## config.mk

```make
export PLATFORM = sky130hd
export DESIGN_NAME = load_merge
export DESIGN_NICKNAME = d
export VERILOG_FILES = /design/src/verilog/mem_space_pkg.sv /design/src/verilog/load_merge.sv
export SDC_FILE = /design/constraint.sdc
export NUM_CORES = 1
export LEC_CHECK = 0
export ABC_AREA = 0
export BUFFER_PORTS_ARGS = -buffer_cell sky130_fd_sc_hd__clkbuf_2
export CAP_MARGIN = 15
export CORE_MARGIN = 8
export CORE_UTILIZATION = 33
export CTS_BUF_LIST = sky130_fd_sc_hd__clkbuf_16
export CTS_CLUSTER_SIZE = 25
export DETAILED_ROUTE_END_ITERATION = 10
export PLACE_DENSITY = 0.82
export REMOVE_ABC_BUFFERS = 1
export SLEW_MARGIN = 20
export SYNTH_ARGS = -nofsm -noshare
export SYNTH_HDL_FRONTEND = slang
export SYNTH_SLANG_ARGS = --single-unit
```

## constraint.sdc

```tcl
create_clock -name clk -period 2.31 [get_ports clk]
set_clock_uncertainty 0.2 [all_clocks]
set_input_delay 0.1155 -clock clk [delete_from_list [all_inputs] [get_ports clk]]
set_output_delay 0.1155 -clock clk [all_outputs]
set_load 0.05 [all_outputs]
```

## src/verilog/mem_space_pkg.sv

```systemverilog
package mem_space_pkg;

    // --------------------------------------------------
    // funct3 access widths
    // --------------------------------------------------
    // unsigned variants only mean something for loads
    typedef enum logic [2:0] {
        lw_byte   = 3'b000,
        lw_half   = 3'b001,
        lw_word   = 3'b010,
        lw_byte_u = 3'b100,
        lw_half_u = 3'b101
    } ls_width_e;

    // --------------------------------------------------
    // address word, two decodes
    // --------------------------------------------------
    // ram view: bits 15:2 index the word
    typedef struct packed {
        logic        sel;
        logic [14:0] unused_hi;
        logic [13:0] word_idx;
        logic [1:0]  byte_off;
    } dmem_addr_t;

    // mmio view: only three register bits decoded
    typedef struct packed {
        logic        sel;
        logic [25:0] unused_hi;
        logic [2:0]  reg_idx;
        logic [1:0]  byte_off;
    } mmio_addr_t;

    typedef union packed {
        dmem_addr_t dmem;
        mmio_addr_t mmio;
    } mem_addr_u;

    // request as it leaves execute
    typedef struct packed {
        logic        en;
        logic        store;
        ls_width_e   width;
        mem_addr_u   addr;
        logic [31:0] wdata;
    } mem_req_t;

    // aligned access, shared by both banks and the load unit
    typedef struct packed {
        logic        dmem_en;
        logic        mmio_en;
        logic [3:0]  byte_we;
        mem_addr_u   addr;
        logic [31:0] wdata;
    } bank_access_t;

    // counters and uart status coming in
    typedef struct packed {
        logic [31:0] instr_cnt;
        logic [31:0] cycle_cnt;
        logic [7:0]  uart_data_out;
        logic        data_out_valid;
        logic        data_in_ready;
    } mmio_in_t;

    // uart transmit byte and counter reset going out
    typedef struct packed {
        logic [7:0] uart_data_in;
        logic       reset_cnt;
    } mmio_out_t;

    // mmio register indices
    localparam logic [2:0] mmio_uart_tx_stat = 3'd0;
    localparam logic [2:0] mmio_uart_rx      = 3'd1;
    localparam logic [2:0] mmio_cnt_reset    = 3'd4;
    localparam logic [2:0] mmio_cycle_cnt    = 3'd5;
    localparam logic [2:0] mmio_instr_cnt    = 3'd6;

endpackage
```

## src/verilog/load_merge.sv

```systemverilog
`timescale 1ns/1ns

module load_merge (
    input  logic                        clk,
    input  logic                        rst,
    input  mem_space_pkg::bank_access_t acc,
    input  logic                        store,
    input  mem_space_pkg::ls_width_e    width,
    input  logic [31:0]                 dmem_rdata,
    input  logic [31:0]                 mmio_rdata,
    output logic [31:0]                 rdata,
    output logic                        rvalid
);

    // a load is any enabled access that is not a store
    logic                     load_acc;
    // context of the load in flight
    logic                     sel_mmio_q;
    mem_space_pkg::ls_width_e width_q;
    logic [1:0]               off_q;
    // merged and shifted words
    logic [31:0]              word;
    logic [31:0]              shifted;

    assign load_acc = (acc.dmem_en | acc.mmio_en) & ~store;

    // --------------------------------------------------
    // load context
    // --------------------------------------------------
    // valid pulse lasts exactly one cycle per load
    always_ff @(posedge clk) begin
        if (rst) begin
            rvalid <= 1'b0;
        end else begin
            rvalid <= load_acc;
        end
    end

    // payload context, only taken on a load
    always_ff @(posedge clk) begin
        if (load_acc) begin
            sel_mmio_q <= acc.mmio_en;
            width_q    <= width;
            off_q      <= acc.addr.dmem.byte_off;
        end
    end

    // --------------------------------------------------
    // merge, shift and extend
    // --------------------------------------------------
    // bank read registers are both valid one cycle after the access
    assign word    = sel_mmio_q ? mmio_rdata : dmem_rdata;
    // addressed byte or half down to lane 0
    assign shifted = word >> {off_q, 3'b000};

    always_comb begin
        case (width_q)
            // lb, lh sign extend
            mem_space_pkg::lw_byte:   rdata = {{24{shifted[7]}}, shifted[7:0]};
            mem_space_pkg::lw_half:   rdata = {{16{shifted[15]}}, shifted[15:0]};
            mem_space_pkg::lw_word:   rdata = shifted;
            // lbu, lhu zero extend
            mem_space_pkg::lw_byte_u: rdata = {24'd0, shifted[7:0]};
            mem_space_pkg::lw_half_u: rdata = {16'd0, shifted[15:0]};
            // unused funct3 codes fall back to the full word
            default:                  rdata = shifted;
        endcase
    end

endmodule

```

-- Word-level counts from Yosys, hierarchy flattened
Cells that the tools add are included.
- eq/ne operators: 3
- shift operators: 1
- mux-type cells: 2
- bitwise gates (word level): 3
- reduce and logical (&&, ||, !) cells: 1
- operator list (operator ; count):
    $pmux W32 S4 ; 1
    $mux W32 ; 1
    $shr A32 B5 Y32 ; 1
    $eq A3 B3 Y1 const B ; 2
    $eq A3 B1 Y1 const B ; 1
    $logic_not A3 Y1 ; 1
    $and A1 B1 Y1 ; 1
    $not A1 Y1 ; 1
    $or A1 B1 Y1 ; 1
- flip-flop bits (word level): 7
- output and inout port bits: 33
- word-level logic and storage cells: 14

-- Depth between registers and ports, before layout
Gate-level depths: netlist of the first run.
- depth in word-level cells: 3
- mapped depth: 7

-- Worst setup path after synthesis of the first run
No wires, ideal clock.
- path kind: reg2out
- from: register off_q[1]
- to: output rdata[10]
- data arrival time: 2.233 ns
- path slack: -0.238 ns
- stages on the path, launching flop included: 6
- buffers on the path: 2
- cells stage by stage: edfxtp_1 > buf_1 > inv_1 > clkbuf_1 > a22oi_1 > o21ai_0
- word-level cells in the longest chain between the ends: 2
- ends and longest elaborated chain (element ; RTL line ; source):
    start, declared ; load_merge.sv:20 ; logic [1:0] off_q;
    start signal, assigned ; load_merge.sv:44 ; off_q <= acc.addr.dmem.byte_off;
    $shr A32 B5 Y32 ; load_merge.sv:54 ; assign shifted = word >> {off_q, 3'b000};
    $pmux W32 S4 ; load_merge.sv:57 ; case (width_q)
    end, declared ; load_merge.sv:11 ; output logic [31:0] rdata,
No other way between the ends.

-- Worst setup path in the final report of the first run
- from: register sel_mmio_q
- to: output rdata[17]
- word-level cells in the longest chain between the ends: 3
- ends and longest elaborated chain (element ; RTL line ; source):
    start, declared ; load_merge.sv:18 ; logic sel_mmio_q;
    start signal, assigned ; load_merge.sv:42 ; sel_mmio_q <= acc.mmio_en;
    $mux W32 ; load_merge.sv:52 ; assign word = sel_mmio_q ? mmio_rdata : dmem_rdata;
    $shr A32 B5 Y32 ; load_merge.sv:54 ;
    $pmux W32 S4 ; load_merge.sv:57 ;
No other way between the ends.

==> results.py, run 1 <==
metrics = {
    "status": {
        "status": "finished clean",
    },
    "timing": {
        "min_period_ns": 2.28,
        "grt_setup_unrepaired": "yes",
        "layout_setup_ws_ns": 0.0292,
        "setup_viol": 0,
        "setup_tns_ns": 0,
        "fmax_mhz": 438,
        "drv_slew": 0,
        "slew_headroom": 0.686,
        "finalHoldViolCount": 0,
        "worst_pin_slew_ns": 0.469,
        "post-route-period-util": 0.987,
    },
    "global_routing": {
        "grt_start_max_net_pins": 15,
        "overflow": 0,
        "antenna_found_initial": 0,
        "grt_pass1_vias": 1967,
        "grt_use_total": 0.198,
        "grt_pass1_wl_um": 9890,
    },
    "synthesis": {
        "synthTopCellsByArea": "mux4_2, edfxtp_1, nand2_1, mux2_2, nand3_1",
        "synth_top_family_by_area": "multiplexers",
        "synth_seq_area_share": 0.145,
        "synth_seq_cells": 7,
        "yosysWarnings": 0,
        "yosys.cell_types.count": 24,
        "synthXorXnorAreaFrac": 0,
        "yosys.area.top_type": "mux4_2",
        "synth_mux_area_frac": 0.453,
        "synthSimpleGateAreaFrac": 0.243,
        "netlist_instances": 146,
        "synth.top_cell.area_share": 0.358,
        "ys_async_sr_fraction": 0,
        "synthesis.area_per_instance_um2": 9.47,
        "netlist_area_um2": 1380,
        "synth-compound-area-share": 0.0932,
        "synthAdderAreaFrac": 0,
        "synth_ff_type": "edfxtp_1",
        "synth_edf_count": 6,
    },
    "pwr": {
        "switching_share": 0.441,
        "power_mw": 1.59,
        "p_switching_mw": 0.704,
        "power_frac_clock": 0.182,
        "total_leakage_power_nw": 1.33,
        "power_frac_seq": 0.104,
        "ir_worst_vdd_uv": 716,
        "intPower_mw": 0.891,
        "power-per-cell-area_nw_per_um2": 574,
        "p_comb_frac": 0.713,
    },
    "finish": {
        "n_antenna_cell": 0,
        "finalNetCount": 415,
        "area_growth_pct": 101,
        "final_area_um2": 2780,
        "final_layout_size_suffix_gt1_frac": 0.664,
    },
    "floorplan": {
        "boundaryPins": 173,
        "start_util": 0.343,
        "fp-row-count": 23,
        "coreArea_um2": 4030,
        "dieArea_um2": 6520,
        "dieHeight_um": 80.7,
        "die_w_um": 80.7,
    },
    "flow_run": {
        "drv_cap": 0,
    },
    "cts": {
        "cts_buffers": 3,
        "cts_tree": "yes",
        "cts_root_buf": "clkbuf_16",
        "htree_levels": 1,
        "ctsLongestPathBuffers": 2,
        "clk_pin_slew_ns": 0.04,
        "cts.sinks": 7,
    },
    "critical_path": {
        "arrival_ns": 1.97,
        "start_kind": "flop",
        "cp_max_fo": 8,
        "cp-end-kind": "output pin",
        "critPathKind": "flop to output pin",
        "crit_required_ns": 1.99,
    },
    "detailed_routing": {
        "post_drt_wl_per_cell_um": 20.6,
        "drt_wl_total_um": 6660,
        "first_pass_iters": 4,
        "antenna_left": 0,
        "num_vias": 1813,
        "drcViolationCount": 0,
        "drt_iter0_drc": 73,
        "viasPerCell": 5.60,
    },
    "min_path": {
        "hold_path_end": "width_q[2]$_DFFE_PP_",
        "min_path_type": "primary input to flop",
        "min_path_cells": 2,
        "hp-start": "store",
    },
    "placement": {
        "numPortBuffers": 106,
        "place_area_um2": 2330,
        "hpwl_um": 4570,
        "preCtsSetupSlack_ns": 0.114,
        "place_congestion": 0.866,
    },
}
critical path, cell delays in order, from the launching register on:
cell and delay (ns):
edfxtp_1 0.33, buf_6 0.13, mux4_2 0.51, a22o_4 0.27
nand3_4 0.18, nand3_2 0.14, buf_12 0.17
metal layers:
metal,up-vias,share of wire,global-route usage,wire length (um)
met4,0,0.015,0.0679,101
met2,110,0.47,0.343,3150
met3,10,0.13,0.0625,841
li1,844,-,-,-
met1,849,0.39,0.223,2570
met5,-,0,0,0
metrics by stage:
step                      hold WS (ns)  cells  utilization
after floorplan               -0.00771    131            -
after global placement          0.0787    300        0.578
after detailed placement        0.0880    300        0.578
after CTS                       0.0770    319        0.664
after global routing             0.101    324        0.690
final                           0.0842    324        0.690
logic make-up (layout without fill, tap and decap cells):
family	count (synthesis)	in the layout
AOI/OAI and AO/OA	18	18
DFF	7	7
and+or+nand+nor	71	75
buffers and inverters	16	140
muxes	34	34
cell usage after synthesis (3+ instances only):
cell type,count
a22oi_1,7
nand3_1,18
nor2_1,6
clkbuf_1,4
edfxtp_1,6
nor2b_1,3
buf_2,4
mux2_2,9
nand2_1,39
mux4_2,22
o21ai_0,8
buf_4,3
mux2i_1,3
layout by cell type, fill, tap and decap left out, types with 2 or more instances in the layout:
cell type,netlist,final
o21ai_1,0,4
nand3_4,1,5
nand3_1,18,9
nand3_2,0,6
buf_4,3,18
nor2_1,6,6
buf_2,4,2
nand2_1,39,39
mux4_2,22,22
nand4b_4,1,4
buf_12,0,23
edfxtp_1,6,6
o21ai_0,8,3
dlygate4sd3_1,0,8
mux2_2,9,9
nor2b_1,3,3
clkbuf_16,0,3
inv_1,1,2
buf_6,2,2
clkbuf_2,0,81
a22oi_1,7,7
cell type report:
| cell class | instances | area, um^2 |
|---|---|---|
| flip-flops and latches | 7 | 200 |
| repair buffers | 135 | 1150 |
| fillers | 292 | 1250 |
| well taps | 50 | 62.6 |
| multi-input cells | 127 | 1290 |
| clock buffers | 3 | 75.1 |
| clock inverters | 1 | 3.75 |
| inverters | 1 | 3.75 |
worst max-delay path by stage:
stage                               startpoint        end  slack (ns)  cells past startpoint
final                     sel_mmio_q$_DFFE_PP_  rdata[17]        0.03                      6
after global routing        off_q[0]$_DFFE_PP_  rdata[12]       -0.02                      5
after CTS                   off_q[0]$_DFFE_PP_   rdata[8]       0.003                      6
after detailed placement    off_q[0]$_DFFE_PP_  rdata[11]        0.11                      5
after global placement      off_q[0]$_DFFE_PP_  rdata[11]        0.13                      5
after floorplan           sel_mmio_q$_DFFE_PP_  rdata[12]       -0.92                      3
timing repair:
action / 4_1_cts / 5_1_grt
hold buffers: 8 / 0
pin swaps: 3 / 3
buffers inserted: 2 / 5
resized for setup: 18 / 17
gates cloned: 5 / 0
setup endpoints to repair: 29 / 27
endpoints found under the hold margin: 7 / 0
power groups by stage:
stage                     clock network (mW)  logic [mW]  registers (mW)
after floorplan                            0       0.547           0.193
after global placement                     0        1.01           0.167
after detailed placement                   0        1.03           0.168
after CTS                              0.289        1.11           0.168
after global routing                   0.303        1.19           0.168
final                                  0.291        1.14           0.166
flip-flops by register name, summed over array words and instances, names as in the netlist:
name / cells
width_q: 3
off_q: 2
rvalid: 1
sel_mmio_q: 1
Power figures use the tool's default switching activity.
==> run 2: changes to the inputs <==
Settings changed: CORE_MARGIN 8 to default.
==> run 2 against run 1 <==
- the flow now finishes with violations (negative setup slack)
- sequential cell count stayed put
- combinational power is 13% lower
- non-clock buffer count is 3 lower
- power is 9.5% lower
- critical path depth stayed put
- clock power is 2% lower
- via count is 3.0% higher
==> results.py, run 2 (synthesis results as in run 1) <==
metrics = {
    "placement": {
        "place_area_um2": 2000,
        "numPortBuffers": 106,
        "hpwl_um": 3600,
        "place_congestion": 0.749,
        "preCtsSetupSlack_ns": 0.0425,
    },
    "global_routing": {
        "grt_use_total": 0.262,
        "grt_util_met1": 0.313,
        "top_usage_layer": "met2",
        "use_met2": 0.491,
        "grt_pass1_wl_um": 8420,
        "antenna_found_initial": 0,
        "global_route.usage.met3": 0.0291,
        "grt_pass1_vias": 1748,
        "grt_start_max_net_pins": 19,
        "overflow": 0,
    },
    "finish": {
        "finalNetCount": 412,
        "largest_reg_flops": 3,
        "final_layout_size_suffix_gt1_frac": 0.649,
        "final_area_um2": 2530,
        "reg_top3": "width_q (3), off_q (2)",
        "fin_util": 0.634,
        "top_register": "width_q",
        "final_cell_mix": "clkbuf_2, nand2_1, mux4_2",
        "nFillCells": 303,
        "n_antenna_cell": 0,
        "layout_commonest_cell": "clkbuf_2",
        "area_growth_pct": 83.3,
    },
    "critical_path": {
        "path_delay_family": "multiplexers",
        "cp_max_fo": 8,
        "crit_buf_inv": 2,
        "worstPathCellList": "buf_4 > mux4_2 > a22o_4 > nand3_4 > nand3_1 > buf_6",
        "max_stage_delay_ns": 0.52,
        "slowest_stage": "mux4_2",
        "arrival_ns": 2.02,
        "critPathKind": "flop to output pin",
        "start_kind": "flop",
        "crit_required_ns": 1.99,
        "cp-end-kind": "output pin",
    },
    "timing": {
        "setup_viol": 6,
        "post-route-period-util": 1.01,
        "slew_headroom": 0.681,
        "worst_pin_slew_ns": 0.477,
        "finalHoldViolCount": 0,
        "grt_setup_unrepaired": "yes",
        "holdWs_ns": 0.103,
        "fmax_mhz": 427,
        "drv_slew": 0,
        "layout_setup_ws_ns": -0.0296,
        "min_period_ns": 2.34,
    },
    "detailed_routing": {
        "post_drt_wl_per_cell_um": 19.1,
        "drt_iter0_drc": 75,
        "num_vias": 1868,
        "first_pass_iters": 4,
        "drcViolationCount": 0,
        "antenna_left": 0,
        "drt_wl_total_um": 6130,
        "viasPerCell": 5.82,
    },
    "cts": {
        "cts_tree": "yes",
        "htree_levels": 1,
        "cts_root_buf": "clkbuf_16",
        "cts.sinks": 7,
        "ctsLongestPathBuffers": 2,
        "cts_buffers": 3,
        "clk_pin_slew_ns": 0.04,
    },
    "min_path": {
        "min_path_type": "primary input to flop",
    },
    "floorplan": {
        "die_w_um": 66.7,
        "boundaryPins": 173,
        "coreArea_um2": 4000,
        "dieArea_um2": 4450,
        "start_util": 0.346,
        "fp-row-count": 23,
        "dieHeight_um": 66.7,
    },
    "status": {
        "violations": "negative setup slack",
        "status": "complete, but fails checks",
    },
    "pwr": {
        "power-per-cell-area_nw_per_um2": 569,
        "total_leakage_power_nw": 1.23,
        "ir_worst_vdd_uv": 505,
    },
    "flow_run": {
        "drv_cap": 0,
    },
}
## run 2: changes by cell type in the layout (fill, tap and decap cells not counted), sizes merged
cell    before  now
clkbuf      84   80
buf         45   46
## run 2: through the flow
stage / TNS, ns / power, mW / instances
2_1_floorplan: -21.44 / 0.740 / 131
3_3_place_gp: 0 / 0.968 / 298
3_5_place_dp: 0 / 0.979 / 298
4_1_cts: -0.0180 / 1.34 / 316
5_1_grt: -0.778 / 1.50 / 321
6_report: -0.0483 / 1.44 / 321
## run 2: final cells by class
class	instances	area (um^2)	share of cell area
multi-input combinational	127	1260	0.498
tap	50	62.6	0.0247
sequential	7	200	0.0790
clock inverter	1	3.75	0.00148
timing repair buffer	132	928	0.366
inverter	1	3.75	0.00148
clock buffer	3	75.1	0.0296
## run 2: what timing repair did
action / CTS / global route
endpoints found under the setup margin: 24 / 29
pin swaps: 0 / 3
resized for setup: 25 / 66
gates cloned: 3 / 3
hold buffers: 8 / 0
setup buffers: 3 / 2
hold endpoints to repair: 7 / 0
## run 2: worst paths after layout
path,start,endpoint,slack [ns],cells after the start
setup / recovery,sel_mmio_q$_DFFE_PP_,rdata[25],-0.03,6
hold / removal,store,width_q[0]$_DFFE_PP_,0.10,2
## run 2: layer usage
layer / wire length (um) / up-vias
li1: - / 829
met1: 2420 / 907
met2: 3130 / 122
met3: 477 / 10
met4: 104 / 0
met5: 0 / -
## run 2: power by group
part | internal [mW] | switching (mW) | leakage, nW
clock | 0.225 | 0.0597 | 0.0423
sequential | 0.150 | 0.0185 | 0.0658
combinational | 0.396 | 0.593 | 1.12
total | 0.771 | 0.672 | 1.23
