<file path="src/verilog/mem_space_pkg.sv">
package mem_space_pkg;

    // --------------------------------------------------
    // funct3 access widths
    // --------------------------------------------------
    // unsigned variants only mean something for loads
    typedef enum logic [2:0] {
        lw_byte   = 3'b000,
        lw_half   = 3'b001,
        lw_word   = 3'b010,
        lw_byte_u = 3'b100,
        lw_half_u = 3'b101
    } ls_width_e;

    // --------------------------------------------------
    // address word, two decodes
    // --------------------------------------------------
    // ram view: bits 15:2 index the word
    typedef struct packed {
        logic        sel;
        logic [14:0] unused_hi;
        logic [13:0] word_idx;
        logic [1:0]  byte_off;
    } dmem_addr_t;

    // mmio view: only three register bits decoded
    typedef struct packed {
        logic        sel;
        logic [25:0] unused_hi;
        logic [2:0]  reg_idx;
        logic [1:0]  byte_off;
    } mmio_addr_t;

    typedef union packed {
        dmem_addr_t dmem;
        mmio_addr_t mmio;
    } mem_addr_u;

    // request as it leaves execute
    typedef struct packed {
        logic        en;
        logic        store;
        ls_width_e   width;
        mem_addr_u   addr;
        logic [31:0] wdata;
    } mem_req_t;

    // aligned access, shared by both banks and the load unit
    typedef struct packed {
        logic        dmem_en;
        logic        mmio_en;
        logic [3:0]  byte_we;
        mem_addr_u   addr;
        logic [31:0] wdata;
    } bank_access_t;

    // counters and uart status coming in
    typedef struct packed {
        logic [31:0] instr_cnt;
        logic [31:0] cycle_cnt;
        logic [7:0]  uart_data_out;
        logic        data_out_valid;
        logic        data_in_ready;
    } mmio_in_t;

    // uart transmit byte and counter reset going out
    typedef struct packed {
        logic [7:0] uart_data_in;
        logic       reset_cnt;
    } mmio_out_t;

    // mmio register indices
    localparam logic [2:0] mmio_uart_tx_stat = 3'd0;
    localparam logic [2:0] mmio_uart_rx      = 3'd1;
    localparam logic [2:0] mmio_cnt_reset    = 3'd4;
    localparam logic [2:0] mmio_cycle_cnt    = 3'd5;
    localparam logic [2:0] mmio_instr_cnt    = 3'd6;

endpackage
</file>
<file path="src/verilog/mmio_regs.sv">
`timescale 1ns/1ns

module mmio_regs (
    input  logic                        clk,
    input  logic                        rst,
    input  mem_space_pkg::bank_access_t acc,
    input  mem_space_pkg::mmio_in_t     mmio_in,
    output mem_space_pkg::mmio_out_t    mmio_out,
    output logic [31:0]                 rdata
);

    // register index from the mmio view
    logic [2:0]  reg_idx;
    // write strobe, low lane carries the payload
    logic        wr_en;
    // read word before the register
    logic [31:0] rd_word;

    assign reg_idx = acc.addr.mmio.reg_idx;
    assign wr_en   = acc.mmio_en & acc.byte_we[0];

    // --------------------------------------------------
    // write registers
    // --------------------------------------------------
    always_ff @(posedge clk) begin
        if (rst) begin
            mmio_out.uart_data_in <= 8'd0;
            mmio_out.reset_cnt    <= 1'b0;
        end else if (wr_en) begin
            case (reg_idx)
                // uart transmit byte
                mem_space_pkg::mmio_uart_tx_stat: begin
                    mmio_out.uart_data_in <= acc.wdata[7:0];
                end
                // counter reset level
                mem_space_pkg::mmio_cnt_reset: begin
                    mmio_out.reset_cnt <= acc.wdata[0];
                end
                // other indices are read only or unmapped
                default: begin
                end
            endcase
        end
    end

    // --------------------------------------------------
    // read mux
    // --------------------------------------------------
    always_comb begin
        case (reg_idx)
            // status bits
            mem_space_pkg::mmio_uart_tx_stat: begin
                rd_word = {30'd0, mmio_in.data_out_valid, mmio_in.data_in_ready};
            end
            // received byte, zero extended
            mem_space_pkg::mmio_uart_rx: begin
                rd_word = {24'd0, mmio_in.uart_data_out};
            end
            mem_space_pkg::mmio_cycle_cnt: begin
                rd_word = mmio_in.cycle_cnt;
            end
            mem_space_pkg::mmio_instr_cnt: begin
                rd_word = mmio_in.instr_cnt;
            end
            // unmapped reads as zero
            default: begin
                rd_word = 32'd0;
            end
        endcase
    end

    // sampled on any mmio access, held otherwise
    always_ff @(posedge clk) begin
        if (rst) begin
            rdata <= 32'd0;
        end else if (acc.mmio_en) begin
            rdata <= rd_word;
        end
    end

endmodule

</file>
<file path="config.mk">
export PLATFORM = sky130hd
export DESIGN_NAME = mmio_regs
export DESIGN_NICKNAME = d
export VERILOG_FILES = /design/src/verilog/mem_space_pkg.sv /design/src/verilog/mmio_regs.sv
export SDC_FILE = /design/constraint.sdc
export NUM_CORES = 1
export LEC_CHECK = 0
export BUFFER_PORTS_ARGS = -buffer_cell sky130_fd_sc_hd__buf_2
export CORE_AREA = 4 4 94 96
export CTS_CLUSTER_DIAMETER = 100
export CTS_CLUSTER_SIZE = 12
export DETAILED_ROUTE_END_ITERATION = 12
export DIE_AREA = 0 0 98 100
export PLACE_DENSITY = 0.6
export REMOVE_ABC_BUFFERS = 1
export SLEW_MARGIN = 20
export SYNTH_ARGS = -nofsm -noshare
export SYNTH_HDL_FRONTEND = slang
export SYNTH_SLANG_ARGS = --single-unit
</file>
<file path="constraint.sdc">
create_clock -name clk -period 1.3 [get_ports clk]
set_input_delay 0.26 -clock clk [delete_from_list [all_inputs] [get_ports clk]]
set_output_delay 0.26 -clock clk [all_outputs]
set_load 0.02 [all_outputs]
</file>
# --- Word level (Yosys, flattened, before mapping) ---
# Index checks and enable logic that the tools add are counted.
word_totals:
  word_cells: 12
  ff_bits: 41
  memories: 0
  romBits: 0
  mem_bits_rw: 0
  latch_bits: 0
op_classes:
  div_mod_pow: 0
  n_mux: 1
  reduce_logical: 3
  multipliers: 0
  shift: 0
  n_lt_le_gt_ge: 0
  addsub: 0
  eq_ne: 4
  bitwise: 1
ops:
  columns: ["op", "count"]
  rows:
  - ["32-bit one-hot mux with 4 select lines", 1]
  - ["3-bit == test (second input constant)", 3]
  - ["2-bit AND reduction", 2]
  - ["3-bit by 1-bit == test with 1-bit output (second input constant)", 1]
  - ["3-bit logical NOT", 1]
  - ["1-bit bitwise AND", 1]

# --- Longest topological paths before layout ---
# Gate-level depths: netlist (run 1).
logic_depth:
  ltp_word: 2
  mapped_depth: 5
  mapped_depth_nobuf: 3

# --- Least setup slack after synthesis (run 1) ---
# OpenSTA, ideal clock, no wires.
synth_timing:
  path_kind: "input to register"
  start: "input acc[36] (netlist name)"
  end: "register rdata[1]"
  stages: 3
  setup_slack_ps: 122
  arrival_ps: 1092
  path_buffers: 0
  required_time_ps: 1214
  path_cell_list: "or3b_2 > a21o_1 > a221oi_2"
synth_via:
  elab_chain_cells: 2
  elab_cells_between_ends: 5
  classes_between: "3 x eq/ne; 1 x mux; 1 x reduce/logical"
synth_rtl:
  columns: ["item", "line_no", "text"]
  rows:
  - ["from (decl)", "mmio_regs.sv:6", "input mem_space_pkg::bank_access_t acc,"]
  - ["3-bit == test (tied with other cells)", "mmio_regs.sv:50", "case (reg_idx)"]
  - ["32-bit one-hot mux with 4 select lines (*)", "mmio_regs.sv:50", null]
  - ["to (signal assigned)", "mmio_regs.sv:77", "rdata <= rd_word;"]
  - ["to (decl)", "mmio_regs.sv:9", "output logic [31:0] rdata"]
# Every way passes the cells marked *; elsewhere a longest branch is shown, timed or not.
# A chain may end at the register's enable or synchronous reset.

# --- Worst setup path after layout (run 1) ---
layout_timing:
  start: "input acc[34] (netlist name)"
  end: "register rdata[1]"
# Same word-level chain as after synthesis.

==> metrics.txt, run 1 <==
drt wl/cell=between 10 and 15 um; mapped cell area=2320 um2; CP delay by family, top=simple AND/OR/NAND/NOR gates; maximum vdd drop=368 uV; H-tree depth=2; Yosys top cell by area=dfxtp_1; hpwl dp=slightly above 5000 um; CORE AREA=between 8000 and 9000 um2; crit end category=flop; Die Footprint=a little under 10000 um2; Combinational Power Share=0.184; Reg area=about 820 um2; Layout Nets=between 500 and 600; I/O pins=about 190; global-route wire length before repair=11200 um; Placement Rows=33; crit path DAT=between 1 and 1.5 ns; Mapped Avg Cell Area=approximately 8.6 um2; chip height=100 um; PD cells=a little under 900 nW/um2; relative slew slack=0.648; Period Utilization, post-route=0.911; Root Driver=clkbuf_8; leak pwr=around 1.7 nW; Synth top area share=0.353; sequential area share after synthesis=0.353; RSZ-0062 raised after global routing=no; initial antenna violation count=0; Total Wirelength=6780 um; Seq cells post-synth=41; clock tree buffer depth=2; vias per cell=roughly 4.8; Crit Path Class=in2reg; layout cells sized above 1=0.410; Max Freq=roughly 0.84 GHz; Worst Tran Pin Value=between 0.5 and 0.6 ns; Synth Warn #=0; IO Port Bufs=129; number of synthesized flops with an enable pin=0; max-cap viol count=0; drt pass-1 iters=4; run status=finished, final reports clean; total CTS buffers=5; Final Hold Viols=0; Worst EP required=roughly 1.5 ns; Fillers=~840; GRT overflow=0; initial detailed-routing violation count=30; GP Congestion=between 0.7 and 0.8; largest net degree at the start of global routing=39; Clk pwr share=0.364; Tmin final=between 1 and 1.5 ns; Switching Share=0.239; Hold Crit Class=in2reg; CTS Hold Bufs=0; CTS sink cnt=41; top-count cell post-synth=and3b_1; CTS tree=done; max-slew violations=0; Startpoint Class=primary input; post-synthesis cell type count=28; Post-synth ARST share=0; worst-path fanout max=21; top area cells in the synthesized netlist=dfxtp_1, and3b_1, a21oi_1, nand2b_1, and4b_1; ys flop type=dfxtp_1; Routed Antenna Nets=0; most instantiated cells after synthesis=and3b_1, dfxtp_1, a21oi_1; sequential fraction of design power=0.452; vias in the first global route=~2300; Crit path largest cell delay=roughly 0.47 ns; Sw Pwr=around 0.00069 W; final setup vio count=0; Initial Util=0.289; diode count=0; worst path cell trace=clkbuf_4 > or3b_2 > a21o_1 > a221oi_2; final core occ=0.411; Setup TNS Final=0 ns; Crit path buffers/inverters=1; vias post-DR=around 2400; Syn-to-layout area delta=42.4%; critical path's slowest cell=or3b_2; Pwr Total=roughly 0.0029 W; Die Wd=between 90 and 100 um; Gate Count Post-Synth=around 270; footprint of the multi-input gates=~1400 um2; Clock Pin Slew Worst Setup and Hold Paths=0.08 ns; GR Util All Layers=0.138; drc violations=0; Clock Skews=0 ns; Clock Latency Late Sink=0.28 ns; Fin Hold WS=0.222 ns; Int Power=approximately 0.0022 W
-- worst paths after layout --
kind	start	endpoint	slack [ns]	depth (start not counted)
setup / recovery	acc[34]	rdata[1]	0.12	4
hold / removal	acc[6]	mmio_out[7]	0.22	3
setup reg to reg	rdata[1]	rdata[1]	0.33	3
hold reg to reg	rdata[3]	rdata[3]	0.45	2
-- worst reg2reg max path, stage by stage (launching register included) --
cell	delay [ns]
dfxtp_1	0.33
nor2b_1	0.13
a211oi_1	0.29
a221oi_2	0.09
-- layout by cell type (no fill, tap or decap), types with 2 or more instances in the layout --
master	count
buf_4	18
o31ai_1	7
nor2b_1	2
and3b_1	48
and4b_1	15
dfxtp_1	41
clkbuf_8	6
nand2b_1	26
a211oi_1	8
a21oi_1	33
nand3_1	10
nor2_1	2
o21ai_0	30
o21ai_1	3
buf_12	3
nand2_1	8
buf_2	128
-- layout make-up --
| class | instances | area share |
|---|---|---|
| inverter | 1 | 0.00113 |
| timing repair buffer | 151 | 0.258 |
| clock buffer | 7 | 0.0261 |
| tap | 105 | 0.0397 |
| sequential | 41 | 0.248 |
| clock inverter | 1 | 0.00907 |
| multi-input combinational | 201 | 0.418 |
-- through the flow --
stage / instance area, um2 / cells / worst slack [ns]
floorplan: 2200 / 243 / 0.122
CTS: 3290 / 505 / 0.0357
detailed placement: 3170 / 497 / -0.354
global route: 3310 / 507 / 0.0579
global placement: 3170 / 497 / -0.342
finish: 3310 / 507 / 0.116
-- kinds of logic (layout without fill, tap and decap cells) --
kind of cell / Yosys count / after routing / synth area share
simple gates: 116 / 116 / 0.381
compound gates: 83 / 83 / 0.200
flops: 41 / 41 / 0.353
mux: 2 / 2 / 0.0113
buf+inv: 29 / 160 / 0.0544
-- power by group through the flow --
| stage | logic [W] | registers, W | clock network [W] |
|---|---|---|---|
| after global placement | 0.000521 | 0.00133 | 0 |
| after global routing | 0.000589 | 0.00130 | 0.00114 |
| final | 0.000529 | 0.00130 | 0.00104 |
| after floorplan | 0.000159 | 0.00136 | 0 |
| after detailed placement | 0.000528 | 0.00133 | 0 |
| after CTS | 0.000532 | 0.00130 | 0.00110 |
-- state kept, by name (all words and copies together), names as in the netlist --
| name | flops |
|---|---|
| rdata | 32 |
| mmio_out | 9 |
-- timing repair --
| item | in CTS | in global routing |
|---|---|---|
| endpoints found under the hold margin | 0 | 0 |
| cloned | 0 | 0 |
| endpoints found under the setup margin | 3 | 16 |
| buffers inserted | 0 | 2 |
| resized for setup | 1 | 2 |
-- routing by layer --
layer / share of wire / GRT usage / wire length, um / vias up
met2: 0.45 / 0.226 / 3030 / 97
met3: 0.10 / 0.0514 / 684 / 2
met1: 0.45 / 0.174 / 3050 / 1086
li1: - / - / - / 1246
met4: 0.0019 / 0.0288 / 13 / 0
met5: 0 / 0 / 0 / -
Power figures use the tool's default switching activity.
==> inputs of run 2 (changes only) <==
Settings changed: BUFFER_PORTS_ARGS -buffer_cell sky130_fd_sc_hd__buf_2 to unset, CORE_AREA 4 4 94 96 to 2 2 92 94, DIE_AREA 0 0 98 100 to 0 0 94 96, DONT_BUFFER_PORTS set to 1, PLACE_DENSITY 0.6 to 0.4.
==> run 2 against run 1 <==
Flip-flop and latch count is the same. Combinational power shrank 66%. Sequential share of layout area grew 8.7 points. Critical endpoint unchanged. Largest cell class unchanged. Highest routed layer unchanged.
==> metrics.txt, run 2 (synthesis gave the netlist of run 1 again) <==
CTS tree=done (unchanged); vias post-DR=1888 (was 2431); CORE AREA=8050 um2 (unchanged); sequential fraction of design power=0.515 (was 0.452); initial antenna violation count=0 (unchanged); initial detailed-routing violation count=13 (was 30); diode count=0 (unchanged); Startpoint Class=flop (was primary input); Top reg by flops=rdata (unchanged); RSZ-0062 raised after global routing=no (unchanged); GR Util All Layers=0.125 (was 0.138); most common cell after layout, fill and taps aside=and3b_1 (was buf_2); largest net degree at the start of global routing=71 (was 39); Final Hold Viols=0 (unchanged); Worst EP required=1.47 ns (was 1.50 ns); Tmin final=1.06 ns (was 1.18 ns); Int Power=0.00202 W (was 0.00218 W); Finished Layout Cells=356 (was 507); drt wl/cell=16.9 um (was 13.4 um); Die Footprint=9020 um2 (was 9800 um2); crit end category=flop (unchanged); Total Wirelength=6010 um (was 6780 um); Post-CTS Resized=0 (was 1); global-route wire length before repair=8930 um (was 11200 um); IO Port Bufs=0 (was 129); worst-path fanout max=3 (was 21); relative slew slack=0.644 (was 0.648); Placement Rows=33 (unchanged); leak pwr=0.975 nW (was 1.67 nW); Root Driver=clkbuf_8 (unchanged); maximum vdd drop=429 uV (was 368 uV); Worst Tran Pin Value=0.532 ns (was 0.526 ns); drc violations=0 (unchanged); max-slew violations=0 (unchanged); total CTS buffers=5 (unchanged); Syn-to-layout area delta=5.38% (was 42.4%); Pwr Total=0.00260 W (was 0.00287 W); Routed Antenna Nets=0 (unchanged); run status=finished, final reports clean (unchanged); H-tree depth=2 (unchanged); layout cells sized above 1=0.0558 (was 0.410); Setup TNS Final=0 ns (unchanged); Hold Crit Endpoint=rdata[21] (was mmio_out[7]); commonest non-fill, non-tap cells in the layout=and3b_1, dfxtp_1, a21oi_1 (was buf_2, and3b_1, dfxtp_1); Fin Hold WS=0.0276 ns (was 0.222 ns); chip height=96 um (was 100 um); GP Congestion=0.690 (was 0.742); Clock Skews=0 ns (unchanged); WHS Path Cells=1 (was 3); Regs by FF count=rdata (32), mmio_out (9) (unchanged); Switching Share=0.223 (was 0.239); Worst R2R End=rdata[1] (unchanged); Hold Crit Class=in2reg (unchanged); Die Wd=94 um (was 98 um); reg2reg setup slack=0.24 ns (was 0.33 ns); Hold Crit Start=rst (was acc[6]); final setup vio count=0 (unchanged); Sw Pwr=0.000581 W (was 0.000687 W); I/O pins=187 (unchanged); vias per cell=5.30 (was 4.79); Clk pwr share=0.416 (was 0.364); clock tree buffer depth=2 (unchanged); Setup Buffers After CTS=0 (unchanged); Initial Util=0.289 (unchanged); R2R cell count=3 (unchanged); Critical R2R Launch=rdata[1] (unchanged); hpwl dp=3930 um (was 5170 um); crit path DAT=1.23 ns (was 1.38 ns); CTS sink cnt=41 (unchanged); Crit Path Class=reg2reg (was in2reg); Combinational Power Share=0.070 (was 0.184); Period Utilization, post-route=0.813 (was 0.911); CTS Hold Bufs=0 (unchanged); drt pass-1 iters=4 (unchanged); Max Freq=0.947 GHz (was 0.845 GHz); GRT overflow=0 (unchanged); PD cells=1060 nW/um2 (was 867 nW/um2); Inst Count DP=348 (was 497); Clock Pin Slew Worst Setup and Hold Paths=0.09 ns (was 0.08 ns); max-cap viol count=0 (unchanged); Layout Nets=396 (was 547); Clock Latency Late Sink=0.29 ns (was 0.28 ns); vias in the first global route=1712 (was 2325); Largest register FFs=32 (unchanged)
[run 2: power by group through the flow]
stage | Combinational, W | Clock, W | Sequential, W
2_1_floorplan | 0.000159 | 0 | 0.00136
3_3_place_gp | 0.000183 | 0 | 0.00137
3_5_place_dp | 0.000185 | 0 | 0.00137
4_1_cts | 0.000185 | 0.00113 | 0.00134
5_1_grt | 0.000203 | 0.00117 | 0.00135
6_report | 0.000182 | 0.00108 | 0.00134
[run 2: worst max-delay path by stage]
| stage | start | to | slack, ns | depth (start not counted) |
|---|---|---|---|---|
| 2_1_floorplan | acc[36] | rdata[1] | 0.12 | 3 |
| 5_1_grt | rdata[1] | rdata[1] | 0.19 | 3 |
| 3_3_place_gp | acc[36] | rdata[1] | 0.05 | 3 |
| 6_report | rdata[1] | rdata[1] | 0.24 | 3 |
| 3_5_place_dp | acc[36] | rdata[1] | 0.06 | 3 |
| 4_1_cts | rdata[1] | rdata[1] | 0.23 | 3 |
[run 2: per-layer routing]
metal	share of wire	GRT usage	vias up	wire (um)
met4	0.0097	0.0362	0	58
li1	-	-	945	-
met2	0.44	0.202	82	2640
met3	0.11	0.0532	4	651
met5	0	0	-	0
met1	0.44	0.151	857	2660
[run 2: critical path, stage by stage (launching register included)]
cell      delay, ns
dfxtp_1        0.40
nor2b_1        0.16
a211oi_1       0.28
a221oi_2       0.09
[run 2: final cells by class]
class | count | area [um2]
Sequential cell | 41 | 821
Clock buffer | 7 | 86.3
Multi-Input combinational cell | 201 | 1380
Inverter | 1 | 3.75
Clock inverter | 1 | 30.0
Tap cell | 105 | 131
Fill cell | 880 | 5600
[run 2: per-stage QoR]
step / cell area (um2) / util / setup WS, ns
floorplan: 2200 / - / 0.122
finish: 2450 / 0.304 / 0.243
detailed placement: 2330 / 0.290 / 0.0571
global route: 2450 / 0.304 / 0.186
CTS: 2450 / 0.304 / 0.228
global placement: 2330 / 0.290 / 0.0492
