## src/verilog/mem_space_pkg.sv

```systemverilog
package mem_space_pkg;

    // --------------------------------------------------
    // funct3 access widths
    // --------------------------------------------------
    // unsigned variants only mean something for loads
    typedef enum logic [2:0] {
        lw_byte   = 3'b000,
        lw_half   = 3'b001,
        lw_word   = 3'b010,
        lw_byte_u = 3'b100,
        lw_half_u = 3'b101
    } ls_width_e;

    // --------------------------------------------------
    // address word, two decodes
    // --------------------------------------------------
    // ram view: bits 15:2 index the word
    typedef struct packed {
        logic        sel;
        logic [14:0] unused_hi;
        logic [13:0] word_idx;
        logic [1:0]  byte_off;
    } dmem_addr_t;

    // mmio view: only three register bits decoded
    typedef struct packed {
        logic        sel;
        logic [25:0] unused_hi;
        logic [2:0]  reg_idx;
        logic [1:0]  byte_off;
    } mmio_addr_t;

    typedef union packed {
        dmem_addr_t dmem;
        mmio_addr_t mmio;
    } mem_addr_u;

    // request as it leaves execute
    typedef struct packed {
        logic        en;
        logic        store;
        ls_width_e   width;
        mem_addr_u   addr;
        logic [31:0] wdata;
    } mem_req_t;

    // aligned access, shared by both banks and the load unit
    typedef struct packed {
        logic        dmem_en;
        logic        mmio_en;
        logic [3:0]  byte_we;
        mem_addr_u   addr;
        logic [31:0] wdata;
    } bank_access_t;

    // counters and uart status coming in
    typedef struct packed {
        logic [31:0] instr_cnt;
        logic [31:0] cycle_cnt;
        logic [7:0]  uart_data_out;
        logic        data_out_valid;
        logic        data_in_ready;
    } mmio_in_t;

    // uart transmit byte and counter reset going out
    typedef struct packed {
        logic [7:0] uart_data_in;
        logic       reset_cnt;
    } mmio_out_t;

    // mmio register indices
    localparam logic [2:0] mmio_uart_tx_stat = 3'd0;
    localparam logic [2:0] mmio_uart_rx      = 3'd1;
    localparam logic [2:0] mmio_cnt_reset    = 3'd4;
    localparam logic [2:0] mmio_cycle_cnt    = 3'd5;
    localparam logic [2:0] mmio_instr_cnt    = 3'd6;

endpackage
```

## src/verilog/store_align.sv

```systemverilog
`timescale 1ns/1ns

module store_align (
    input  mem_space_pkg::mem_req_t     req,
    output mem_space_pkg::bank_access_t acc
);

    // byte offset inside the word, same bits in both views
    logic [1:0] byte_off;
    // address bit 31 picks mmio over ram
    logic       is_mmio;
    // unshifted lane mask for the width
    logic [3:0] base_mask;
    // shift amount in bits
    logic [4:0] lane_shift;

    assign byte_off   = req.addr.dmem.byte_off;
    assign is_mmio    = req.addr.dmem.sel;
    assign lane_shift = {byte_off, 3'b000};

    // --------------------------------------------------
    // target decode
    // --------------------------------------------------
    // only place bit 31 is looked at
    assign acc.dmem_en = req.en & ~is_mmio;
    assign acc.mmio_en = req.en & is_mmio;

    // address passes through for both banks
    assign acc.addr = req.addr;

    // --------------------------------------------------
    // byte write mask
    // --------------------------------------------------
    always_comb begin
        case (req.width)
            // sb
            mem_space_pkg::lw_byte:   base_mask = 4'b0001;
            mem_space_pkg::lw_byte_u: base_mask = 4'b0001;
            // sh
            mem_space_pkg::lw_half:   base_mask = 4'b0011;
            mem_space_pkg::lw_half_u: base_mask = 4'b0011;
            // sw
            mem_space_pkg::lw_word:   base_mask = 4'b1111;
            default:                  base_mask = 4'b0000;
        endcase
    end

    // loads and idle cycles write nothing
    always_comb begin
        if (req.en && req.store) begin
            acc.byte_we = base_mask << byte_off;
        end else begin
            acc.byte_we = 4'b0000;
        end
    end

    // --------------------------------------------------
    // store data lane shift
    // --------------------------------------------------
    // shifts by 0, 1, 2 or 3 bytes
    // halves and bytes land in the lanes the mask opens
    assign acc.wdata = req.wdata << lane_shift;

endmodule

```

## config.mk

```make
export PLATFORM = sky130hd
export DESIGN_NAME = store_align
export DESIGN_NICKNAME = d
export VERILOG_FILES = /design/src/verilog/mem_space_pkg.sv /design/src/verilog/store_align.sv
export SDC_FILE = /design/constraint.sdc
export NUM_CORES = 1
export LEC_CHECK = 0
export BUFFER_PORTS_ARGS = -buffer_cell sky130_fd_sc_hd__buf_2
export CAP_MARGIN = 0
export CELL_PAD_IN_SITES_DETAIL_PLACEMENT = 1
export CELL_PAD_IN_SITES_GLOBAL_PLACEMENT = 2
export CORE_AREA = 2 2 107 78
export DETAILED_ROUTE_END_ITERATION = 10
export DIE_AREA = 0 0 109 80
export GPL_TIMING_DRIVEN = 0
export PLACE_DENSITY = 0.86
export SLEW_MARGIN = 40
export SYNTH_ARGS = -nofsm -noshare
export SYNTH_HDL_FRONTEND = slang
export SYNTH_SLANG_ARGS = --single-unit
```

## constraint.sdc

```tcl
create_clock -name vclk -period 1.4
set_clock_uncertainty 0.1 [all_clocks]
set_input_delay 0.28 -clock vclk [all_inputs]
set_output_delay 0.28 -clock vclk [all_outputs]
set_load 0.05 [all_outputs]
```

== Yosys cells after proc, flatten, opt, wreduce, memory -nomap -nowiden ==
Cells that the tools add are included.

* Register bits after elaboration: 0
* Bits of input ports: 69
* Output and inout bits: 70
* Logic and storage cells: 15

* Equality and inequality tests: 4
* Shifts and indexed selects: 2
* Muxes and demuxes: 2
* Bitwise operators: 3
* Reduce and logical (&&, ||, !) cells: 4

{| class="wikitable"
|+ Operators by type and width
! cell !! count
|-
| 32-bit by 5-bit left shift with 32-bit output || 1
|-
| 4-bit one-hot mux with 3 select lines || 1
|-
| 3-bit == test, second input constant || 2
|-
| 4-bit two-way mux || 1
|-
| 2-bit OR reduction || 2
|-
| 4-bit by 2-bit left shift with 4-bit output || 1
|-
| 3-bit by 1-bit == test with 1-bit output, second input constant || 1
|-
| 3-bit by 2-bit == test with 1-bit output, second input constant || 1
|-
| 3-bit logical NOT || 1
|-
| 1-bit AND || 2
|-
| 1-bit logical AND || 1
|-
| 1-bit inverter || 1
|}

== Depth between registers and ports, before layout ==
Gate-level depths: netlist (run 1).

* Depth after elaboration: 5
* Mapped depth: 5
* Depth with buffers taken out: 3

== Least setup slack after synthesis (run 1) ==
Ideal clock, no wire load.

* Path kind: input to output
* From: in req[32] (netlist bit)
* To: out acc[18] (netlist bit)
* Data arrival time: 1744 ps
* Required time: 1020 ps
* Path slack: -724 ps
* Stages: 3
* Path buffers: 2
* Cell sequence: buf_6 -> dlymetal6s2s_1 -> o21ai_0

{| class="wikitable"
|+ RTL lines
! what !! line !! text
|-
| from (decl) || store_align.sv:4 || <nowiki>input mem_space_pkg::mem_req_t req,</nowiki>
|-
| to (decl) || store_align.sv:5 || <nowiki>output mem_space_pkg::bank_access_t acc</nowiki>
|}

==> PnR_summary.wiki, run 1 <==
{| class="wikitable"
! Metric !! Value
|-
| Area growth from synthesis to layout || 188%
|-
| Crit end category || output pin
|-
| Total number of placement rows || 27
|-
| RSZ-0062 raised after global routing || true
|-
| Status || finished, violations left
|-
| Number of diodes added for antenna fixing || 0
|-
| Post-route insts no fill || 355
|-
| Net count of the mapped netlist || 199
|-
| Arr. time, crit path || 1.20 ns
|-
| Largest net degree at the start of global routing || 12
|-
| Total number of yosys warnings || 0
|-
| Total GRT Usage || 0.112
|-
| Remaining global-route overflow || 0
|-
| First-pass GRT wire length || 7.53 mm
|-
| Synthesized cell area || 906 um2
|-
| Final GP Congestion || 0.698
|-
| Core region area || 7670 um2
|-
| Worst hold path type || in -> out
|-
| Clock period minus final worst setup slack || 1.58 ns
|-
| I/O pin cnt || 139
|-
| Detailed-placement wirelength estimate || 3.84 mm
|-
| Static leakage power || 1.15 nW
|-
| Worst slew pin tran || 0.268 ns
|-
| Share of synthesized area occupied by flip-flops and latches || 0
|-
| Clock buf count || 0
|-
| Number of nets with antenna violations after detailed routing || 0
|-
| Max cap viols || 0
|-
| Top fanout value on the critical path || 8
|-
| Fraction of layout instances using a drive strength above 1 || 0.949
|-
| Post-route DRC || 0
|-
| Initial Utilization || 0.118
|-
| Violated checks || setup timing
|-
| Headroom to the max-slew limit || 0.816
|-
| Total wire length || 5.27 mm
|-
| Number of buffers inserted by hold repair at cts || 0
|-
| CP Data Required Time || 1.02 ns
|-
| Full die area || 8720 um2
|-
| Element type at the critical path start || primary input
|-
| Multi-input logic area || 1070 um2
|-
| Number of iterations in the first detailed-routing pass || 4
|-
| Maximum resistive drop on vdd || 0.198 mV
|-
| Mean routed wirelength per cell || 14.8 um
|-
| P per Cell Area || 497 nW/um2
|-
| Net count, final || 325
|-
| Initial antenna violation count || 0
|-
| Final sequential cell count || 0
|-
| Max Clock Freq || 634 MHz
|-
| Die boundary width || 109 um
|-
| Dpl ws || -0.751 ns
|-
| Max Transition Viols Final || 0
|-
| # placed instances || 340
|-
| DRC marker count from the first detailed-route iteration || 26
|-
| Fin crit share || 1.13
|-
| Final setup TNS || -3.47 ns
|-
| Synth unique cells || 22
|-
| Height of the die || 80 um
|-
| Register Area || 0 um2
|-
| Number of global-route vias before repair || 1349
|-
| Via count normalized by instance count || 3.91
|-
| Routed vias || 1387
|-
| Final-report setup violation count || 36
|-
| Hold Violations, Final || 0
|-
| Least setup slack across all paths after layout || -0.178 ns
|-
| Critical setup path kind || in -> out
|-
| Avg Cell Area, Syn || 6.97 um2
|-
| Count of buffers from port buffering || 109
|-
| Number of fillers in the final layout || 889
|-
| Instance count of the mapped netlist || 130
|}
==> per-stage QoR <==
| step | cell area, um2 | hold WS, ns | power, mW | util |
|---|---|---|---|---|
| after floorplan | 1140 | 0.627 | 0.760 | - |
| after global placement | 1820 | 0.762 | 0.983 | 0.237 |
| after detailed placement | 1820 | 0.763 | 0.993 | 0.237 |
| after CTS | 2470 | 0.763 | 1.26 | 0.323 |
| after global routing | 2610 | 0.765 | 1.36 | 0.340 |
| final | 2610 | 0.762 | 1.30 | 0.340 |
==> cell usage after synthesis, drive strengths merged <==
cell / count / area share
nand2: 10 / 0.041
nor2: 10 / 0.041
nor3: 1 / 0.0055
o21bai: 1 / 0.0083
mux2i: 16 / 0.18
o21ai: 9 / 0.050
a2111oi: 1 / 0.017
and2: 9 / 0.062
inv: 1 / 0.0041
o31ai: 1 / 0.0083
and3b: 1 / 0.0097
nor2b: 9 / 0.062
and2b: 1 / 0.0097
a21oi: 9 / 0.050
a211oi: 9 / 0.075
buf: 40 / 0.36
dlymetal6s2s: 1 / 0.014
or2: 1 / 0.0069
==> layout by cell type (no fill, tap or decap), types with 3 or more instances in the layout <==
cell                       count
sky130_fd_sc_hd__buf_6        28
sky130_fd_sc_hd__buf_2        71
sky130_fd_sc_hd__nand2_1       4
sky130_fd_sc_hd__nor2b_2       5
sky130_fd_sc_hd__o21ai_4       7
sky130_fd_sc_hd__buf_4        44
sky130_fd_sc_hd__buf_8        11
sky130_fd_sc_hd__nand2_2       6
sky130_fd_sc_hd__a211oi_2      6
sky130_fd_sc_hd__buf_16        4
sky130_fd_sc_hd__a21oi_2       8
sky130_fd_sc_hd__mux2i_4      13
sky130_fd_sc_hd__and2_2        6
sky130_fd_sc_hd__buf_12        6
sky130_fd_sc_hd__nor2b_1       3
sky130_fd_sc_hd__nor2_4        9
==> final timing paths <==
| check | end | from | slack, ns | cells after the start |
|---|---|---|---|---|
| setup / recovery | acc[24] | req[33] | -0.18 | 6 |
| hold / removal | acc[45] | req[45] | 0.76 | 2 |
==> kinds of logic after synthesis <==
logic type / Yosys count / synth area share
muxes: 16 / 0.177
and+or+nand+nor: 42 / 0.239
AOI/OAI and AO/OA: 30 / 0.207
buffers and inverters: 42 / 0.377
==> critical path, cell delays in order <==
cell and delay [ns]:
sky130_fd_sc_hd__buf_8 0.11, sky130_fd_sc_hd__buf_12 0.14, sky130_fd_sc_hd__buf_12 0.14, sky130_fd_sc_hd__mux2i_4 0.19, sky130_fd_sc_hd__a21oi_2 0.15, sky130_fd_sc_hd__buf_6 0.18
==> final cells by class <==
type                            instances  share of cell area
Buffer                                 40               0.152
Inverter                                1             0.00144
Timing Repair Buffer                  125               0.389
Tap cell                              101              0.0485
Multi-Input combinational cell         88               0.410
==> report_power, final <==
| group | total [mW] | leakage (nW) | switching, mW | internal, mW |
|---|---|---|---|---|
| logic | 1.30 | 1.15 | 0.774 | 0.522 |
| clock network | 0 | 0 | 0 | 0 |
| registers | 0 | 0 | 0 | 0 |
==> layer usage <==
metal  vias to the layer above  GRT usage  wire (um)  part of all wire
li1                        666          -          -                 -
met1                       662      0.144       2130              0.40
met2                        59      0.216       2850              0.54
met3                         0    0.00490        293             0.056
met4                         0          0          0                 0
met5                         -          0          0                 0
==> what timing repair did <==
item / 4_1_cts / 5_1_grt
setup buffers: 6 / 8
cloned: 2 / 0
endpoints found under the setup margin: 36 / 36
gates resized for setup: 143 / 15
pin swaps: 8 / 1
No activity file was read; power rests on OpenSTA's default activity.
==> run 2, diff against run 1 <==
--- a/config.mk
+++ b/config.mk
@@ -5,16 +5,18 @@
 export SDC_FILE = /design/constraint.sdc
 export NUM_CORES = 1
 export LEC_CHECK = 0
+export ABC_AREA = 1
 export BUFFER_PORTS_ARGS = -buffer_cell sky130_fd_sc_hd__buf_2
 export CAP_MARGIN = 0
 export CELL_PAD_IN_SITES_DETAIL_PLACEMENT = 1
 export CELL_PAD_IN_SITES_GLOBAL_PLACEMENT = 2
-export CORE_AREA = 2 2 107 78
+export CORE_AREA = 2 2 111 80
 export DETAILED_ROUTE_END_ITERATION = 10
-export DIE_AREA = 0 0 109 80
+export DIE_AREA = 0 0 113 82
 export GPL_TIMING_DRIVEN = 0
-export PLACE_DENSITY = 0.86
+export PLACE_DENSITY = 0.87
 export SLEW_MARGIN = 40
 export SYNTH_ARGS = -nofsm -noshare
 export SYNTH_HDL_FRONTEND = slang
 export SYNTH_SLANG_ARGS = --single-unit
+export TNS_END_PERCENT = 10
==> PnR_summary.wiki, run 2 <==
{| class="wikitable"
! Metric !! Value
|-
| Status || finished, violations left
|-
| Violated checks || DRC, setup timing
|-
| Register Area || 0 um2 (unchanged)
|-
| Top post-synthesis cells by count || sky130_fd_sc_hd__buf_4 (34), sky130_fd_sc_hd__nand2_1 (30), sky130_fd_sc_hd__nor2_1 (18)
|-
| Largest net degree at the start of global routing || 11 (-1)
|-
| Post-route DRC || 4 (+4)
|-
| Hold Violations, Final || 0 (unchanged)
|-
| Critical setup path kind || in -> out
|-
| Worst slew pin tran || 0.257 ns (-0.0113 ns)
|-
| Clock period minus final worst setup slack || 1.50 ns (-0.0770 ns)
|-
| Fraction of layout instances using a drive strength above 1 || 0.808 (-0.141)
|-
| Crit end category || output pin
|-
| Avg Cell Area, Syn || 5.45 um2 (-22%)
|-
| Most used standard cell by instance count after synthesis || sky130_fd_sc_hd__buf_4
|-
| First-pass GRT wire length || 8.42 mm (+12%)
|-
| Detailed-placement wirelength estimate || 4.29 mm (+12%)
|-
| Initial Utilization || 0.107 (-0.0113)
|-
| Number of diodes added for antenna fixing || 0 (unchanged)
|-
| Start point of the critical path || req[32]
|-
| Routed vias || 1516 (+9.3%)
|-
| Least setup slack across all paths after layout || -0.101 ns (+0.0770 ns)
|-
| Total GRT Usage || 0.114 (+0.00199)
|-
| Number of fillers in the final layout || 1018 (+15%)
|-
| Cells along the critical path || buf_12 -> buf_12 -> buf_8 -> o211ai_1 -> o21ai_2 -> buf_6
|-
| Total number of placement rows || 28 (+3.7%)
|-
| Max Clock Freq || 666 MHz (+5.1%)
|-
| P per Cell Area || 525 nW/um2 (+5.6%)
|-
| CP Data Required Time || 1.02 ns (about the same)
|-
| Number of global-route vias before repair || 1584 (+17%)
|-
| Worst hold path type || in -> out
|-
| Die boundary width || 113 um (+3.7%)
|-
| Top fanout value on the critical path || 7 (-1)
|-
| Mean routed wirelength per cell || 14.7 um (-1.1%)
|-
| Total number of yosys warnings || 0 (unchanged)
|-
| Synth top area share || 0.289 (+0.00718)
|-
| Static leakage power || 1.13 nW (-2.2%)
|-
| Remaining global-route overflow || 0 (unchanged)
|-
| Most used cells in the layout excluding fill and tap cells || sky130_fd_sc_hd__buf_2 (72), sky130_fd_sc_hd__buf_6 (36), sky130_fd_sc_hd__buf_4 (34), sky130_fd_sc_hd__nand2_1 (21)
|-
| Via count normalized by instance count || 3.98 (+1.8%)
|-
| Initial antenna violation count || 0 (unchanged)
|-
| Maximum resistive drop on vdd || 0.191 mV (-3.3%)
|-
| Buf/Inv on CP || 4 (unchanged)
|-
| I/O pin cnt || 139 (unchanged)
|-
| Arr. time, crit path || 1.12 ns (-0.08 ns)
|-
| Leading cell type in the layout, fill and taps excluded || sky130_fd_sc_hd__buf_2
|-
| Total wire length || 5.59 mm (+6.2%)
|-
| Final-report setup violation count || 28 (-22%)
|-
| Top cell family by delay on the critical path || buffers and inverters
|-
| Net count, final || 347 (+6.8%)
|-
| Core region area || 8270 um2 (+7.8%)
|-
| Height of the die || 82 um (+2.5%)
|-
| Cell taking the most area after synthesis || sky130_fd_sc_hd__buf_4
|-
| Element type at the critical path start || primary input
|-
| Count of buffers from port buffering || 110 (+0.92%)
|-
| Multi-input logic area || 771 um2 (-28%)
|-
| Number of nets with antenna violations after detailed routing || 0 (unchanged)
|-
| Post-CTS setup buffers || 0 (-6)
|-
| Synthesized cell area || 883 um2 (-2.5%)
|-
| # placed instances || 377 (+11%)
|-
| RSZ-0062 raised after global routing || true
|-
| Synth unique cells || 18 (-18%)
|-
| Number of iterations in the first detailed-routing pass || 7 (+3)
|-
| Final setup TNS || -1.49 ns (+1.97 ns)
|-
| Final GP Congestion || 0.669 (-4.2%)
|-
| Max cap viols || 0 (unchanged)
|-
| Clock buf count || 0 (unchanged)
|-
| Headroom to the max-slew limit || 0.830 (+0.0138)
|-
| Share of synthesized area occupied by flip-flops and latches || 0 (unchanged)
|-
| Final sequential cell count || 0 (unchanged)
|-
| Full die area || 9270 um2 (+6.3%)
|-
| Area contributors post-synth || sky130_fd_sc_hd__buf_4 (29%), sky130_fd_sc_hd__nand2_1 (13%), sky130_fd_sc_hd__a22oi_1 (7.6%)
|-
| Delay of the slowest critical-path stage || 0.19 ns (about the same)
|-
| CP most frequent cell || sky130_fd_sc_hd__buf_12
|-
| Instance count of the mapped netlist || 162 (+25%)
|-
| DRC marker count from the first detailed-route iteration || 34 (+31%)
|-
| Fin crit share || 1.07 (-0.0550)
|-
| Startpoint of the tightest hold check path || req[58]
|-
| Max stage delay cell, worst path || sky130_fd_sc_hd__o211ai_1
|-
| Share of the core filled with cells in the final layout || 0.275 (-0.0652)
|-
| Max Transition Viols Final || 0 (unchanged)
|-
| Post-route insts no fill || 381 (+7.3%)
|-
| Net count of the mapped netlist || 231 (+16%)
|-
| Area growth from synthesis to layout || 157%
|}
==> run 2: cell count changes in the layout (fill, tap and decap cells not counted), moves of 6 or more <==
cell,previous run,this run
sky130_fd_sc_hd__a22oi_2,0,9
sky130_fd_sc_hd__mux2i_4,13,0
sky130_fd_sc_hd__o21ai_2,2,14
sky130_fd_sc_hd__a211oi_2,6,0
sky130_fd_sc_hd__nand2_1,4,21
sky130_fd_sc_hd__nor2_4,9,3
sky130_fd_sc_hd__inv_1,0,12
sky130_fd_sc_hd__buf_4,44,34
sky130_fd_sc_hd__nor2_2,1,14
sky130_fd_sc_hd__and2_2,6,0
sky130_fd_sc_hd__buf_6,28,36
==> run 2: through the flow <==
stage	setup WS [ns]	area (um2)	hold slack [ns]	total power, mW
after floorplan	-0.114	1030	0.627	0.728
after global placement	-0.439	1710	0.762	0.960
after detailed placement	-0.400	1710	0.762	0.969
after CTS	-0.112	2200	0.763	1.18
after global routing	-0.139	2270	0.764	1.26
final	-0.101	2270	0.762	1.19
==> run 2: path summary, 6_finish.rpt <==
| kind | cells after the start | to |
|---|---|---|
| worst min-delay path | 2 | acc[58] |
| worst max-delay path | 6 | acc[25] |
==> run 2: per-layer routing <==
layer / wire [um] / vias up / global-route usage
li1: - / 733 / -
met1: 2420 / 732 / 0.149
met2: 2870 / 49 / 0.218
met3: 278 / 2 / 0.00812
met4: 23 / 0 / 0.00244
met5: 0 / - / 0
==> run 2: what timing repair did <==
item / CTS / global route
gates cloned: 4 / 0
resized for setup: 139 / 18
hold buffers: 0 / 0
endpoints found under the setup margin: 36 / 36
pin swaps: 22 / 4
==> run 2: cell type report <==
| type | count | share of cell area |
|---|---|---|
| inverter | 14 | 0.0242 |
| timing repair buffer | 114 | 0.392 |
| multi-input combinational | 105 | 0.339 |
| buffer | 43 | 0.186 |
| tap | 105 | 0.0579 |
==> run 2: power breakdown <==
group          total (mW)  leakage (nW)  switching, mW  internal [mW]
Combinational        1.19          1.13          0.752          0.441
Sequential              0             0              0              0
Clock                   0             0              0              0
Total                1.19          1.13          0.752          0.441
==> run 2: cells by family after synthesis <==
group,after synthesis,share of synthesized area
AOI/OAI and AO/OA,44,0.289
and+or+nand+nor,61,0.292
buffers and inverters,57,0.419
